**config.mk**
```make
export PLATFORM = sky130hd
export DESIGN_NAME = pipe_top
export DESIGN_NICKNAME = d
export VERILOG_FILES = /design/src/common/pipe_isa_pkg.sv /design/src/common/pipe_ctrl_pkg.sv /design/src/common/issue_if.sv /design/src/common/fwd_if.sv /design/src/hdl/reg_file.sv /design/src/hdl/scoreboard.sv /design/src/hdl/execute_stage.sv /design/src/hdl/decode_stage.sv /design/src/hdl/pipe_top.sv
export SDC_FILE = /design/constraint.sdc
export NUM_CORES = 1
export LEC_CHECK = 0
export BUFFER_PORTS_ARGS = -buffer_cell sky130_fd_sc_hd__buf_2
export CAP_MARGIN = 20
export CELL_PAD_IN_SITES_DETAIL_PLACEMENT = 0
export CELL_PAD_IN_SITES_GLOBAL_PLACEMENT = 2
export CORE_MARGIN = 3
export CORE_UTILIZATION = 39
export CTS_BUF_LIST = sky130_fd_sc_hd__clkbuf_16
export DETAILED_ROUTE_END_ITERATION = 10
export PLACE_DENSITY = 0.75
export SLEW_MARGIN = 25
export SYNTH_ARGS = -nofsm -noshare
export SYNTH_HDL_FRONTEND = slang
export SYNTH_SLANG_ARGS = --single-unit
```
**constraint.sdc**
```tcl
create_clock -name clk -period 2.6 [get_ports clk]
set_clock_uncertainty 0.15 [all_clocks]
set_input_delay 0.52 -clock clk [delete_from_list [all_inputs] [get_ports clk]]
set_output_delay 0.52 -clock clk [all_outputs]
set_load 0.01 [all_outputs]
```
**src/common/pipe_isa_pkg.sv**
```systemverilog
`default_nettype none

package pipe_isa_pkg;

   // datapath and instruction widths
   localparam int DATA_W    = 8;
   localparam int INST_W    = 8;
   localparam int REG_IDX_W = 2;
   localparam int OP_W      = 2;
   localparam int IMM_W     = 4;

   typedef logic [DATA_W-1:0]    data_t;
   typedef logic [INST_W-1:0]    inst_t;
   typedef logic [REG_IDX_W-1:0] reg_idx_t;
   typedef logic [OP_W-1:0]      op_t;
   typedef logic [IMM_W-1:0]     imm_t;

   localparam op_t OP_NOP  = 2'd0;
   localparam op_t OP_ADD  = 2'd1;
   localparam op_t OP_SET  = 2'd2;
   localparam op_t OP_NAND = 2'd3;

   // field positions, op | rs1 | rs2 | rd
   // SET reuses rs1/rs2 bits as imm
   localparam int OP_HI  = 7;
   localparam int OP_LO  = 6;
   localparam int RS1_HI = 5;
   localparam int RS1_LO = 4;
   localparam int RS2_HI = 3;
   localparam int RS2_LO = 2;
   localparam int RD_HI  = 1;
   localparam int RD_LO  = 0;
   localparam int IMM_HI = 5;
   localparam int IMM_LO = 2;

endpackage

`default_nettype wire

```
**src/common/pipe_ctrl_pkg.sv**
```systemverilog
`default_nettype none

package pipe_ctrl_pkg;

   // architectural register count
   localparam int NUM_REGS = 4;

   // where the newest pending write to a register sits
   // high bit set while computed in EX
   // low bit set while waiting in WB
   typedef logic [1:0] fwd_loc_t;

   // no pending write so read the register file
   localparam fwd_loc_t LOC_RF = 2'b00;

   // result held in EX/WB
   localparam fwd_loc_t LOC_WB = 2'b01;

   // result being computed in EX takes priority over WB
   localparam fwd_loc_t LOC_EX = 2'b10;

endpackage

`default_nettype wire

```
**src/common/issue_if.sv**
```systemverilog
`timescale 1ns/1ps
`default_nettype none

// decoded instruction from ID/EX into the execute stage
interface issue_if;
   import pipe_isa_pkg::*;

   logic     valid;
   logic     ready;
   op_t      op;
   reg_idx_t rd;
   logic     reg_wen;
   data_t    operand1;
   data_t    operand2;

   modport producer (
      output valid,
      input  ready,
      output op,
      output rd,
      output reg_wen,
      output operand1,
      output operand2
   );

   modport consumer (
      input  valid,
      output ready,
      input  op,
      input  rd,
      input  reg_wen,
      input  operand1,
      input  operand2
   );

endinterface

`default_nettype wire

```
**src/common/fwd_if.sv**
```systemverilog
`timescale 1ns/1ps
`default_nettype none

// pending write of one stage
// go means the stage moves its item on this edge
interface fwd_if;
   import pipe_isa_pkg::*;

   logic     go;
   logic     wen;
   reg_idx_t wdst;
   data_t    val;

   modport producer (
      output go,
      output wen,
      output wdst,
      output val
   );

   modport reader (
      input  go,
      input  wen,
      input  wdst,
      input  val
   );

   // register file write port
   modport writer (
      input  go,
      input  wen,
      input  wdst,
      input  val
   );

endinterface

`default_nettype wire

```
**src/hdl/reg_file.sv**
```systemverilog
`timescale 1ns/1ps
`default_nettype none

module reg_file (
   input  logic                   clk,
   input  logic                   rst,
   fwd_if.writer                  wb_fwd,
   input  pipe_isa_pkg::reg_idx_t rs1,
   input  pipe_isa_pkg::reg_idx_t rs2,
   output pipe_isa_pkg::data_t    rs1_val,
   output pipe_isa_pkg::data_t    rs2_val,
   input  pipe_isa_pkg::reg_idx_t rf_read_addr,
   output pipe_isa_pkg::data_t    rf_read_data
);
   import pipe_isa_pkg::*;
   import pipe_ctrl_pkg::*;

   data_t regs [NUM_REGS];

   // single write port from WB
   always_ff @(posedge clk) begin
      if (rst) begin
         for (int i = 0; i < NUM_REGS; i++) begin
            regs[i] <= '0;
         end
      end else if (wb_fwd.go && wb_fwd.wen) begin
         regs[wb_fwd.wdst] <= wb_fwd.val;
      end
   end

   // operand reads for ID
   assign rs1_val = regs[rs1];
   assign rs2_val = regs[rs2];

   // debug read port
   assign rf_read_data = regs[rf_read_addr];

endmodule

`default_nettype wire

```
**src/hdl/scoreboard.sv**
```systemverilog
`timescale 1ns/1ps
`default_nettype none

module scoreboard (
   input  logic                    clk,
   input  logic                    rst,
   input  logic                    id_go,
   input  logic                    id_wen,
   input  pipe_isa_pkg::reg_idx_t  id_rd,
   fwd_if.reader                   ex_fwd,
   fwd_if.reader                   wb_fwd,
   input  pipe_isa_pkg::reg_idx_t  rs1,
   input  pipe_isa_pkg::reg_idx_t  rs2,
   output pipe_ctrl_pkg::fwd_loc_t rs1_loc,
   output pipe_ctrl_pkg::fwd_loc_t rs2_loc
);
   import pipe_isa_pkg::*;
   import pipe_ctrl_pkg::*;

   fwd_loc_t            sb_q [NUM_REGS];
   fwd_loc_t            sb_d [NUM_REGS];
   logic [NUM_REGS-1:0] ex_pend;
   logic [NUM_REGS-1:0] wb_pend;

   // ID entry sets EX, EX move shifts to WB, WB move clears
   always_comb begin
      logic ex_bit;
      logic wb_bit;
      for (int i = 0; i < NUM_REGS; i++) begin
         ex_pend[i] = (sb_q[i] & LOC_EX) != LOC_RF;
         wb_pend[i] = (sb_q[i] & LOC_WB) != LOC_RF;
         ex_bit = id_go ? (id_wen && id_rd == reg_idx_t'(i))
                        : (ex_pend[i] && !ex_fwd.go);
         wb_bit = ex_fwd.go ? (ex_fwd.wen && ex_fwd.wdst == reg_idx_t'(i))
                            : (wb_pend[i] && !(wb_fwd.go && wb_fwd.wdst == reg_idx_t'(i)));
         sb_d[i] = (ex_bit ? LOC_EX : LOC_RF) | (wb_bit ? LOC_WB : LOC_RF);
      end
   end

   always_ff @(posedge clk) begin
      if (rst) begin
         for (int i = 0; i < NUM_REGS; i++) begin
            sb_q[i] <= LOC_RF;
         end
      end else begin
         for (int i = 0; i < NUM_REGS; i++) begin
            sb_q[i] <= sb_d[i];
         end
      end
   end

   // lookups for the two sources in ID
   assign rs1_loc = sb_q[rs1];
   assign rs2_loc = sb_q[rs2];

   // one item each in ID/EX and EX/WB
   a_one_pending: assert property (
      @(posedge clk) disable iff (rst)
      $onehot0(ex_pend) && $onehot0(wb_pend)
   );

endmodule

`default_nettype wire

```
**src/hdl/execute_stage.sv**
```systemverilog
`timescale 1ns/1ps
`default_nettype none

module execute_stage (
   input  logic      clk,
   input  logic      rst,
   input  logic      stallex,
   input  logic      stallwb,
   issue_if.consumer issue,
   fwd_if.producer   ex_fwd,
   fwd_if.producer   wb_fwd
);
   import pipe_isa_pkg::*;

   logic     ex_go;
   data_t    alu_result;

   // EX/WB register
   logic     ex_wb_valid;
   logic     ex_wb_wen;
   reg_idx_t ex_wb_rd;
   data_t    ex_wb_val;

   // ------------------------------------------------------------------
   // EX
   // ------------------------------------------------------------------
   always_comb begin
      case (issue.op)
         OP_ADD:  alu_result = issue.operand1 + issue.operand2;
         OP_SET:  alu_result = issue.operand1;
         OP_NAND: alu_result = ~(issue.operand1 & issue.operand2);
         default: alu_result = '0;
      endcase
   end

   // free slot in EX/WB, or the one there leaves now
   assign issue.ready = !stallex && (!ex_wb_valid || !stallwb);
   assign ex_go       = issue.valid && issue.ready;

   assign ex_fwd.go   = ex_go;
   assign ex_fwd.wen  = issue.valid && issue.reg_wen;
   assign ex_fwd.wdst = issue.rd;
   assign ex_fwd.val  = alu_result;

   always_ff @(posedge clk) begin
      if (rst) begin
         ex_wb_valid <= 1'b0;
      end else if (ex_go) begin
         ex_wb_valid <= 1'b1;
      end else if (wb_fwd.go) begin
         ex_wb_valid <= 1'b0;
      end
   end

   always_ff @(posedge clk) begin
      if (ex_go) begin
         ex_wb_wen <= issue.reg_wen;
         ex_wb_rd  <= issue.rd;
         ex_wb_val <= alu_result;
      end
   end

   // ------------------------------------------------------------------
   // WB
   // ------------------------------------------------------------------
   assign wb_fwd.go   = ex_wb_valid && !stallwb;
   assign wb_fwd.wen  = ex_wb_wen;
   assign wb_fwd.wdst = ex_wb_rd;
   assign wb_fwd.val  = ex_wb_val;

   // a held writeback keeps its payload
   a_wb_hold: assert property (
      @(posedge clk) disable iff (rst)
      (ex_wb_valid && !wb_fwd.go) |=> ($stable(ex_wb_val) && $stable(ex_wb_rd))
   );

endmodule

`default_nettype wire

```
**src/hdl/decode_stage.sv**
```systemverilog
`timescale 1ns/1ps
`default_nettype none

module decode_stage (
   input  logic                    clk,
   input  logic                    rst,
   input  pipe_isa_pkg::inst_t     inst,
   input  logic                    inst_valid,
   output logic                    inst_ready,
   issue_if.producer               issue,
   fwd_if.reader                   ex_fwd,
   fwd_if.reader                   wb_fwd,
   output logic                    id_go,
   output logic                    id_wen,
   output pipe_isa_pkg::reg_idx_t  id_rd,
   output pipe_isa_pkg::reg_idx_t  rs1,
   output pipe_isa_pkg::reg_idx_t  rs2,
   input  pipe_ctrl_pkg::fwd_loc_t rs1_loc,
   input  pipe_ctrl_pkg::fwd_loc_t rs2_loc,
   input  pipe_isa_pkg::data_t     rs1_val,
   input  pipe_isa_pkg::data_t     rs2_val
);
   import pipe_isa_pkg::*;
   import pipe_ctrl_pkg::*;

   logic  if_id_valid;
   inst_t if_id_inst;
   logic  id_ready;
   logic  if_go;
   op_t   op;
   imm_t  imm;
   data_t rs1_fwd;
   data_t rs2_fwd;

   // EX holds the newest value, then WB, then the register file
   function automatic data_t pick_src(input fwd_loc_t loc, input data_t rf_val,
                                      input data_t wb_val, input data_t ex_val);
      data_t val;
      if ((loc & LOC_EX) != LOC_RF)
         val = ex_val;
      else if ((loc & LOC_WB) != LOC_RF)
         val = wb_val;
      else
         val = rf_val;
      return val;
   endfunction

   // ------------------------------------------------------------------
   // IF/ID
   // ------------------------------------------------------------------
   assign id_ready   = !issue.valid || issue.ready;
   assign inst_ready = !if_id_valid || id_ready;
   assign if_go      = inst_valid && inst_ready;
   assign id_go      = if_id_valid && id_ready;

   always_ff @(posedge clk) begin
      if (rst) begin
         if_id_valid <= 1'b0;
      end else if (if_go) begin
         if_id_valid <= 1'b1;
      end else if (id_go) begin
         if_id_valid <= 1'b0;
      end
   end

   always_ff @(posedge clk) begin
      if (if_go) begin
         if_id_inst <= inst;
      end
   end

   // field decode
   assign op     = if_id_inst[OP_HI:OP_LO];
   assign rs1    = if_id_inst[RS1_HI:RS1_LO];
   assign rs2    = if_id_inst[RS2_HI:RS2_LO];
   assign id_rd  = if_id_inst[RD_HI:RD_LO];
   assign imm    = if_id_inst[IMM_HI:IMM_LO];
   assign id_wen = (op != OP_NOP);

   assign rs1_fwd = pick_src(rs1_loc, rs1_val, wb_fwd.val, ex_fwd.val);
   assign rs2_fwd = pick_src(rs2_loc, rs2_val, wb_fwd.val, ex_fwd.val);

   // ------------------------------------------------------------------
   // ID/EX
   // ------------------------------------------------------------------
   always_ff @(posedge clk) begin
      if (rst) begin
         issue.valid <= 1'b0;
      end else if (id_go) begin
         issue.valid <= 1'b1;
      end else if (issue.ready) begin
         issue.valid <= 1'b0;
      end
   end

   always_ff @(posedge clk) begin
      if (id_go) begin
         issue.op       <= op;
         issue.rd       <= id_rd;
         issue.reg_wen  <= id_wen;
         // SET carries its zero-extended immediate as operand1
         issue.operand1 <= (op == OP_SET) ? data_t'(imm) : rs1_fwd;
         issue.operand2 <= rs2_fwd;
      end
   end

   // an item only enters ID/EX from IF/ID
   a_issue_from_id: assert property (
      @(posedge clk) disable iff (rst)
      $rose(issue.valid) |-> $past(id_go)
   );

endmodule

`default_nettype wire

```
**src/hdl/pipe_top.sv**
```systemverilog
`timescale 1ns/1ps
`default_nettype none

module pipe_top (
   input  logic                   clk,
   input  logic                   rst,
   input  pipe_isa_pkg::inst_t    inst,
   input  logic                   inst_valid,
   output logic                   inst_ready,
   input  logic                   stallex,
   input  logic                   stallwb,
   input  pipe_isa_pkg::reg_idx_t rf_read_addr,
   output pipe_isa_pkg::data_t    rf_read_data
);
   import pipe_isa_pkg::*;
   import pipe_ctrl_pkg::*;

   // ID to scoreboard
   logic     id_go;
   logic     id_wen;
   reg_idx_t id_rd;

   // operand lookups
   reg_idx_t rs1;
   reg_idx_t rs2;
   fwd_loc_t rs1_loc;
   fwd_loc_t rs2_loc;
   data_t    rs1_val;
   data_t    rs2_val;

   issue_if issue ();
   fwd_if   ex_fwd ();
   fwd_if   wb_fwd ();

   decode_stage i_decode (
      .clk        (clk),
      .rst        (rst),
      .inst       (inst),
      .inst_valid (inst_valid),
      .inst_ready (inst_ready),
      .issue      (issue.producer),
      .ex_fwd     (ex_fwd.reader),
      .wb_fwd     (wb_fwd.reader),
      .id_go      (id_go),
      .id_wen     (id_wen),
      .id_rd      (id_rd),
      .rs1        (rs1),
      .rs2        (rs2),
      .rs1_loc    (rs1_loc),
      .rs2_loc    (rs2_loc),
      .rs1_val    (rs1_val),
      .rs2_val    (rs2_val)
   );

   execute_stage i_execute (
      .clk     (clk),
      .rst     (rst),
      .stallex (stallex),
      .stallwb (stallwb),
      .issue   (issue.consumer),
      .ex_fwd  (ex_fwd.producer),
      .wb_fwd  (wb_fwd.producer)
   );

   scoreboard i_scoreboard (
      .clk     (clk),
      .rst     (rst),
      .id_go   (id_go),
      .id_wen  (id_wen),
      .id_rd   (id_rd),
      .ex_fwd  (ex_fwd.reader),
      .wb_fwd  (wb_fwd.reader),
      .rs1     (rs1),
      .rs2     (rs2),
      .rs1_loc (rs1_loc),
      .rs2_loc (rs2_loc)
   );

   reg_file i_reg_file (
      .clk          (clk),
      .rst          (rst),
      .wb_fwd       (wb_fwd.writer),
      .rs1          (rs1),
      .rs2          (rs2),
      .rs1_val      (rs1_val),
      .rs2_val      (rs2_val),
      .rf_read_addr (rf_read_addr),
      .rf_read_data (rf_read_data)
   );

endmodule

`default_nettype wire

```
==> impl_metrics.prom <==
# TYPE chip_impl_metric gauge
chip_impl_metric{name="port-buffer-count",unit=""} 23
chip_impl_metric{name="hold_viol_final",unit=""} 0
chip_impl_info{name="holdPathEnd",value="i_decode.if_id_inst[0]"} 1
chip_impl_metric{name="setup_violations",unit=""} 0
chip_impl_metric{name="placementRows",unit=""} 39
chip_impl_metric{name="pre_antenna_drt_iters",unit=""} 5
chip_impl_metric{name="drv_cap",unit=""} 0
chip_impl_metric{name="syn_inst",unit=""} 362
chip_impl_metric{name="syn2layout_area_growth",unit="%"} 14.2
chip_impl_metric{name="clkLatencyLatePin",unit="ns"} 0.34
chip_impl_info{name="synthTopCellsByArea",value="edfxtp_1 (47%), mux4_2 (9.7%), dfxtp_1 (6.5%), mux4_1 (4.5%), and2_1 (3.9%)"} 1
chip_impl_info{name="top_layer_used",value="met4"} 1
chip_impl_metric{name="drt-initial-drc-count",unit=""} 201
chip_impl_info{name="timing.setup.critical_path_class",value="reg -> reg"} 1
chip_impl_metric{name="fillers",unit=""} 1055
chip_impl_metric{name="avgSynthCellArea",unit="µm²"} 12.8
chip_impl_metric{name="ys_seq_elements",unit=""} 87
chip_impl_metric{name="grt_use_total",unit="%"} 16.4
chip_impl_metric{name="ys.warnings.count",unit=""} 0
chip_impl_metric{name="worst_setup_hold_path_clk_slew",unit="ns"} 0.07
chip_impl_metric{name="fp.coreArea",unit="µm²"} 11500
chip_impl_metric{name="layout-drive-gt1-share",unit="%"} 22.9
chip_impl_info{name="reg2reg_to",value="i_decode.issue.operand2[6]"} 1
chip_impl_metric{name="crit_fanout",unit=""} 3
chip_impl_metric{name="finalNetCount",unit=""} 417
chip_impl_metric{name="route.final.wire_length",unit="mm"} 10.1
chip_impl_info{name="root_buffer",value="clkbuf_16"} 1
chip_impl_metric{name="place.gp.congestion",unit=""} 0.744
chip_impl_metric{name="cts_buffer_depth",unit=""} 2
chip_impl_info{name="setup.worst_path.end_class",value="flop"} 1
chip_impl_metric{name="die_area",unit="µm²"} 13300
chip_impl_metric{name="hold_path_depth",unit=""} 1
chip_impl_metric{name="total_leakage_power",unit="nW"} 1.95
chip_impl_metric{name="final-max-slew-violation-count",unit=""} 0
chip_impl_metric{name="antennaDiodeCount",unit=""} 0
chip_impl_metric{name="slew-limit-headroom",unit="%"} 60.3
chip_impl_metric{name="synth.top_cell.area_share",unit="%"} 46.5
chip_impl_metric{name="sequential_fraction_of_the_synthesis_area",unit="%"} 53.0
chip_impl_info{name="holdCritPathClass",value="in -> reg"} 1
chip_impl_metric{name="grt_first_pass_wirelength",unit="mm"} 16.7
chip_impl_metric{name="die-height",unit="µm"} 115
chip_impl_metric{name="num_vias",unit=""} 3024
chip_impl_metric{name="critical_path_arrival",unit="ns"} 2.53
chip_impl_metric{name="synth_area",unit="µm²"} 4650
chip_impl_metric{name="first_global_vias",unit=""} 3029
chip_impl_metric{name="holdBufCountCts",unit=""} 0
chip_impl_metric{name="power_per_cell_area",unit="nW/µm²"} 624
chip_impl_metric{name="routedLengthMet1",unit="mm"} 4.92
chip_impl_metric{name="r2r_cells",unit=""} 8
chip_impl_metric{name="cts_sinks",unit=""} 87
chip_impl_metric{name="route.detailed.vias_per_inst",unit=""} 5.59
chip_impl_metric{name="wl_met3",unit="µm"} 417
chip_impl_metric{name="minimum_period_implied_by_the_final_worst_setup_slack",unit="ns"} 2.49
chip_impl_metric{name="ctsHtreeMaxLevel",unit=""} 3
chip_impl_info{name="synth_ff_type",value="edfxtp_1"} 1
chip_impl_metric{name="total_power",unit="mW"} 3.31
chip_impl_metric{name="initial_core_utilization",unit="%"} 40.3
chip_impl_metric{name="vdd_ir_drop_max",unit="V"} 0.000459
chip_impl_info{name="cts_tree",value="yes"} 1
chip_impl_info{name="timing.rr.start",value="i_decode.issue.operand1[0]"} 1
chip_impl_metric{name="post_synth_num_cell_types",unit=""} 49
chip_impl_metric{name="detailroute.wirelength.met2",unit="mm"} 4.64
chip_impl_info{name="crit_path_start_kind",value="flop"} 1
chip_impl_metric{name="synth_nets",unit=""} 386
chip_impl_metric{name="synth_enable_flop_cells",unit=""} 72
chip_impl_metric{name="antenna_found_initial",unit=""} 0
chip_impl_metric{name="synth-async-reset-ratio",unit="%"} 0
chip_impl_info{name="hold_start",value="inst[0]"} 1
chip_impl_metric{name="wire_per_inst",unit="µm"} 18.6
chip_impl_metric{name="finish.instance_area",unit="µm²"} 5310
chip_impl_metric{name="grt_max_degree",unit=""} 20
chip_impl_info{name="post-synth-top-area-cell",value="edfxtp_1"} 1
chip_impl_metric{name="slew_of_the_pin_with_the_lowest_slew_margin",unit="ns"} 0.594
chip_impl_metric{name="die_width",unit="µm"} 115
chip_impl_metric{name="tritoncts.num_buffers",unit=""} 9
chip_impl_metric{name="placed_cell_area",unit="µm²"} 4960
chip_impl_metric{name="max_freq",unit="MHz"} 401
chip_impl_metric{name="overflow",unit=""} 0
chip_impl_metric{name="detailedPlacementHpwl",unit="mm"} 7.65
chip_impl_metric{name="worst-endpoint-required",unit="ns"} 2.63
chip_impl_metric{name="min_period_over_period",unit="%"} 95.9
chip_impl_metric{name="drc",unit=""} 0
chip_impl_info{name="run_status",value="finished clean"} 1
chip_impl_metric{name="num_io_pins",unit=""} 24
chip_impl_metric{name="rrSetupSlack",unit="ns"} 0.11
chip_impl_metric{name="antenna_nets_post_route",unit=""} 0
layer usage:
metal	vias up	global-route usage (%)
met2	70	24.5
met5	-	0
li1	1458	-
met4	0	4.69
met3	7	3.32
met1	1489	24.3
layout make-up:
cell class / instances / area, µm² / share of cell area (%)
tap: 143 / 179 / 3.37
clock buffer: 10 / 250 / 4.71
multi-input combinational: 241 / 2060 / 38.8
clock inverter: 6 / 48.8 / 0.919
sequential: 87 / 2460 / 46.4
inverter: 18 / 67.6 / 1.27
timing repair buffer: 36 / 238 / 4.48
cells in the final DEF (no fill, tap or decap), drive strengths merged, types with 3 or more instances in the layout:
cell	Yosys	layout
clkbuf	8	10
nand2b	7	7
a21o	3	3
nand3	6	6
nor2	15	15
nor2b	11	11
a31oi	3	3
mux4	28	28
o21ai	16	16
inv	18	21
buf	8	36
nand2	23	23
mux2	4	4
mux2i	9	9
or3	3	3
ha	8	8
or2	4	4
and2	29	29
a21oi	23	23
and2b	3	3
dfxtp	15	15
edfxtp	72	72
a211oi	16	16
nor3	7	7
how the worst max path moves through the flow:
| stage | startpoint | end | depth (start not counted) |
|---|---|---|---|
| floorplan | i_decode.issue.operand1[0] | i_decode.issue.operand1[6] | 7 |
| global placement | i_decode.issue.operand1[0] | i_decode.issue.operand1[6] | 7 |
| detailed placement | i_decode.issue.operand1[0] | i_decode.issue.operand1[6] | 7 |
| CTS | i_decode.issue.operand1[0] | i_decode.issue.operand2[6] | 8 |
| global route | i_decode.issue.operand1[0] | i_decode.issue.operand2[6] | 8 |
| finish | i_decode.issue.operand1[0] | i_decode.issue.operand2[6] | 8 |
Yosys cell counts, drive strengths merged (6+ instances only):
cell,n
dfxtp,15
and2,29
a211oi,16
mux4,28
buf,8
clkbuf,8
nor3,7
inv,18
nand2,23
mux2i,9
nand2b,7
ha,8
nor2,15
nand3,6
edfxtp,72
a21oi,23
o21ai,16
nor2b,11
where the power goes:
part / leakage (nW) / switching [mW] / internal [mW]
Combinational: 0.978 / 0.201 / 0.189
Clock: 0.143 / 0.562 / 0.718
Sequential: 0.832 / 0.0576 / 1.58
Total: 1.95 / 0.821 / 2.49
sequential cells by signal, summed over array words and instances (netlist names), 2 cells and up, named ones only:
| register | flops |
|---|---|
| i_decode.issue.operand2 | 8 |
| i_execute.wb_fwd.wdst | 2 |
| i_reg_file.regs | 32 |
| i_decode.issue.op | 2 |
| i_decode.issue.operand1 | 8 |
| i_scoreboard.sb_q | 8 |
| i_execute.wb_fwd.val | 8 |
| i_decode.issue.rd | 2 |
| i_decode.if_id_inst | 8 |
stage by stage:
step / setup WS, ns / TNS (ns) / utilization (%) / hold slack (ns) / cells
CTS: 0.0216 / 0 / 45.9 / 0.191 / 540
global route: -0.00118 / -0.00118 / 46.1 / 0.195 / 541
floorplan: 0.115 / 0 / - / 0.289 / 362
finish: 0.106 / 0 / 46.1 / 0.204 / 541
detailed placement: -0.0967 / -0.0967 / 43.1 / 0.316 / 523
global placement: -0.00556 / -0.00556 / 43.1 / 0.308 / 523
critical path: stages, from the launching register on:
cell,delay (ns)
edfxtp_1,0.40
ha_2,0.22
fa_2,0.40
a21o_1,0.20
a31o_2,0.27
a2111oi_4,0.36
nor3_2,0.10
buf_4,0.14
a21oi_1,0.12
timing repair:
item	in CTS	in global routing
buffers inserted	1	1
resized for setup	5	2
pin swaps	2	1
endpoints found under the setup margin	1	3
kinds of logic (layout without fill, tap and decap cells):
family / after synthesis / in the layout / synth area share [%]
AND/OR/NAND/NOR: 117 / 117 / 13.8
flip-flops: 87 / 87 / 53.0
AO/OA/AOI/OAI: 73 / 73 / 9.99
multiplexers: 41 / 41 / 17.1
buffers and inverters: 34 / 70 / 3.34
adder cells (fa/ha/maj): 9 / 9 / 2.59
XOR/XNOR: 1 / 1 / 0.189
No activity file was read; power rests on OpenSTA's default activity.
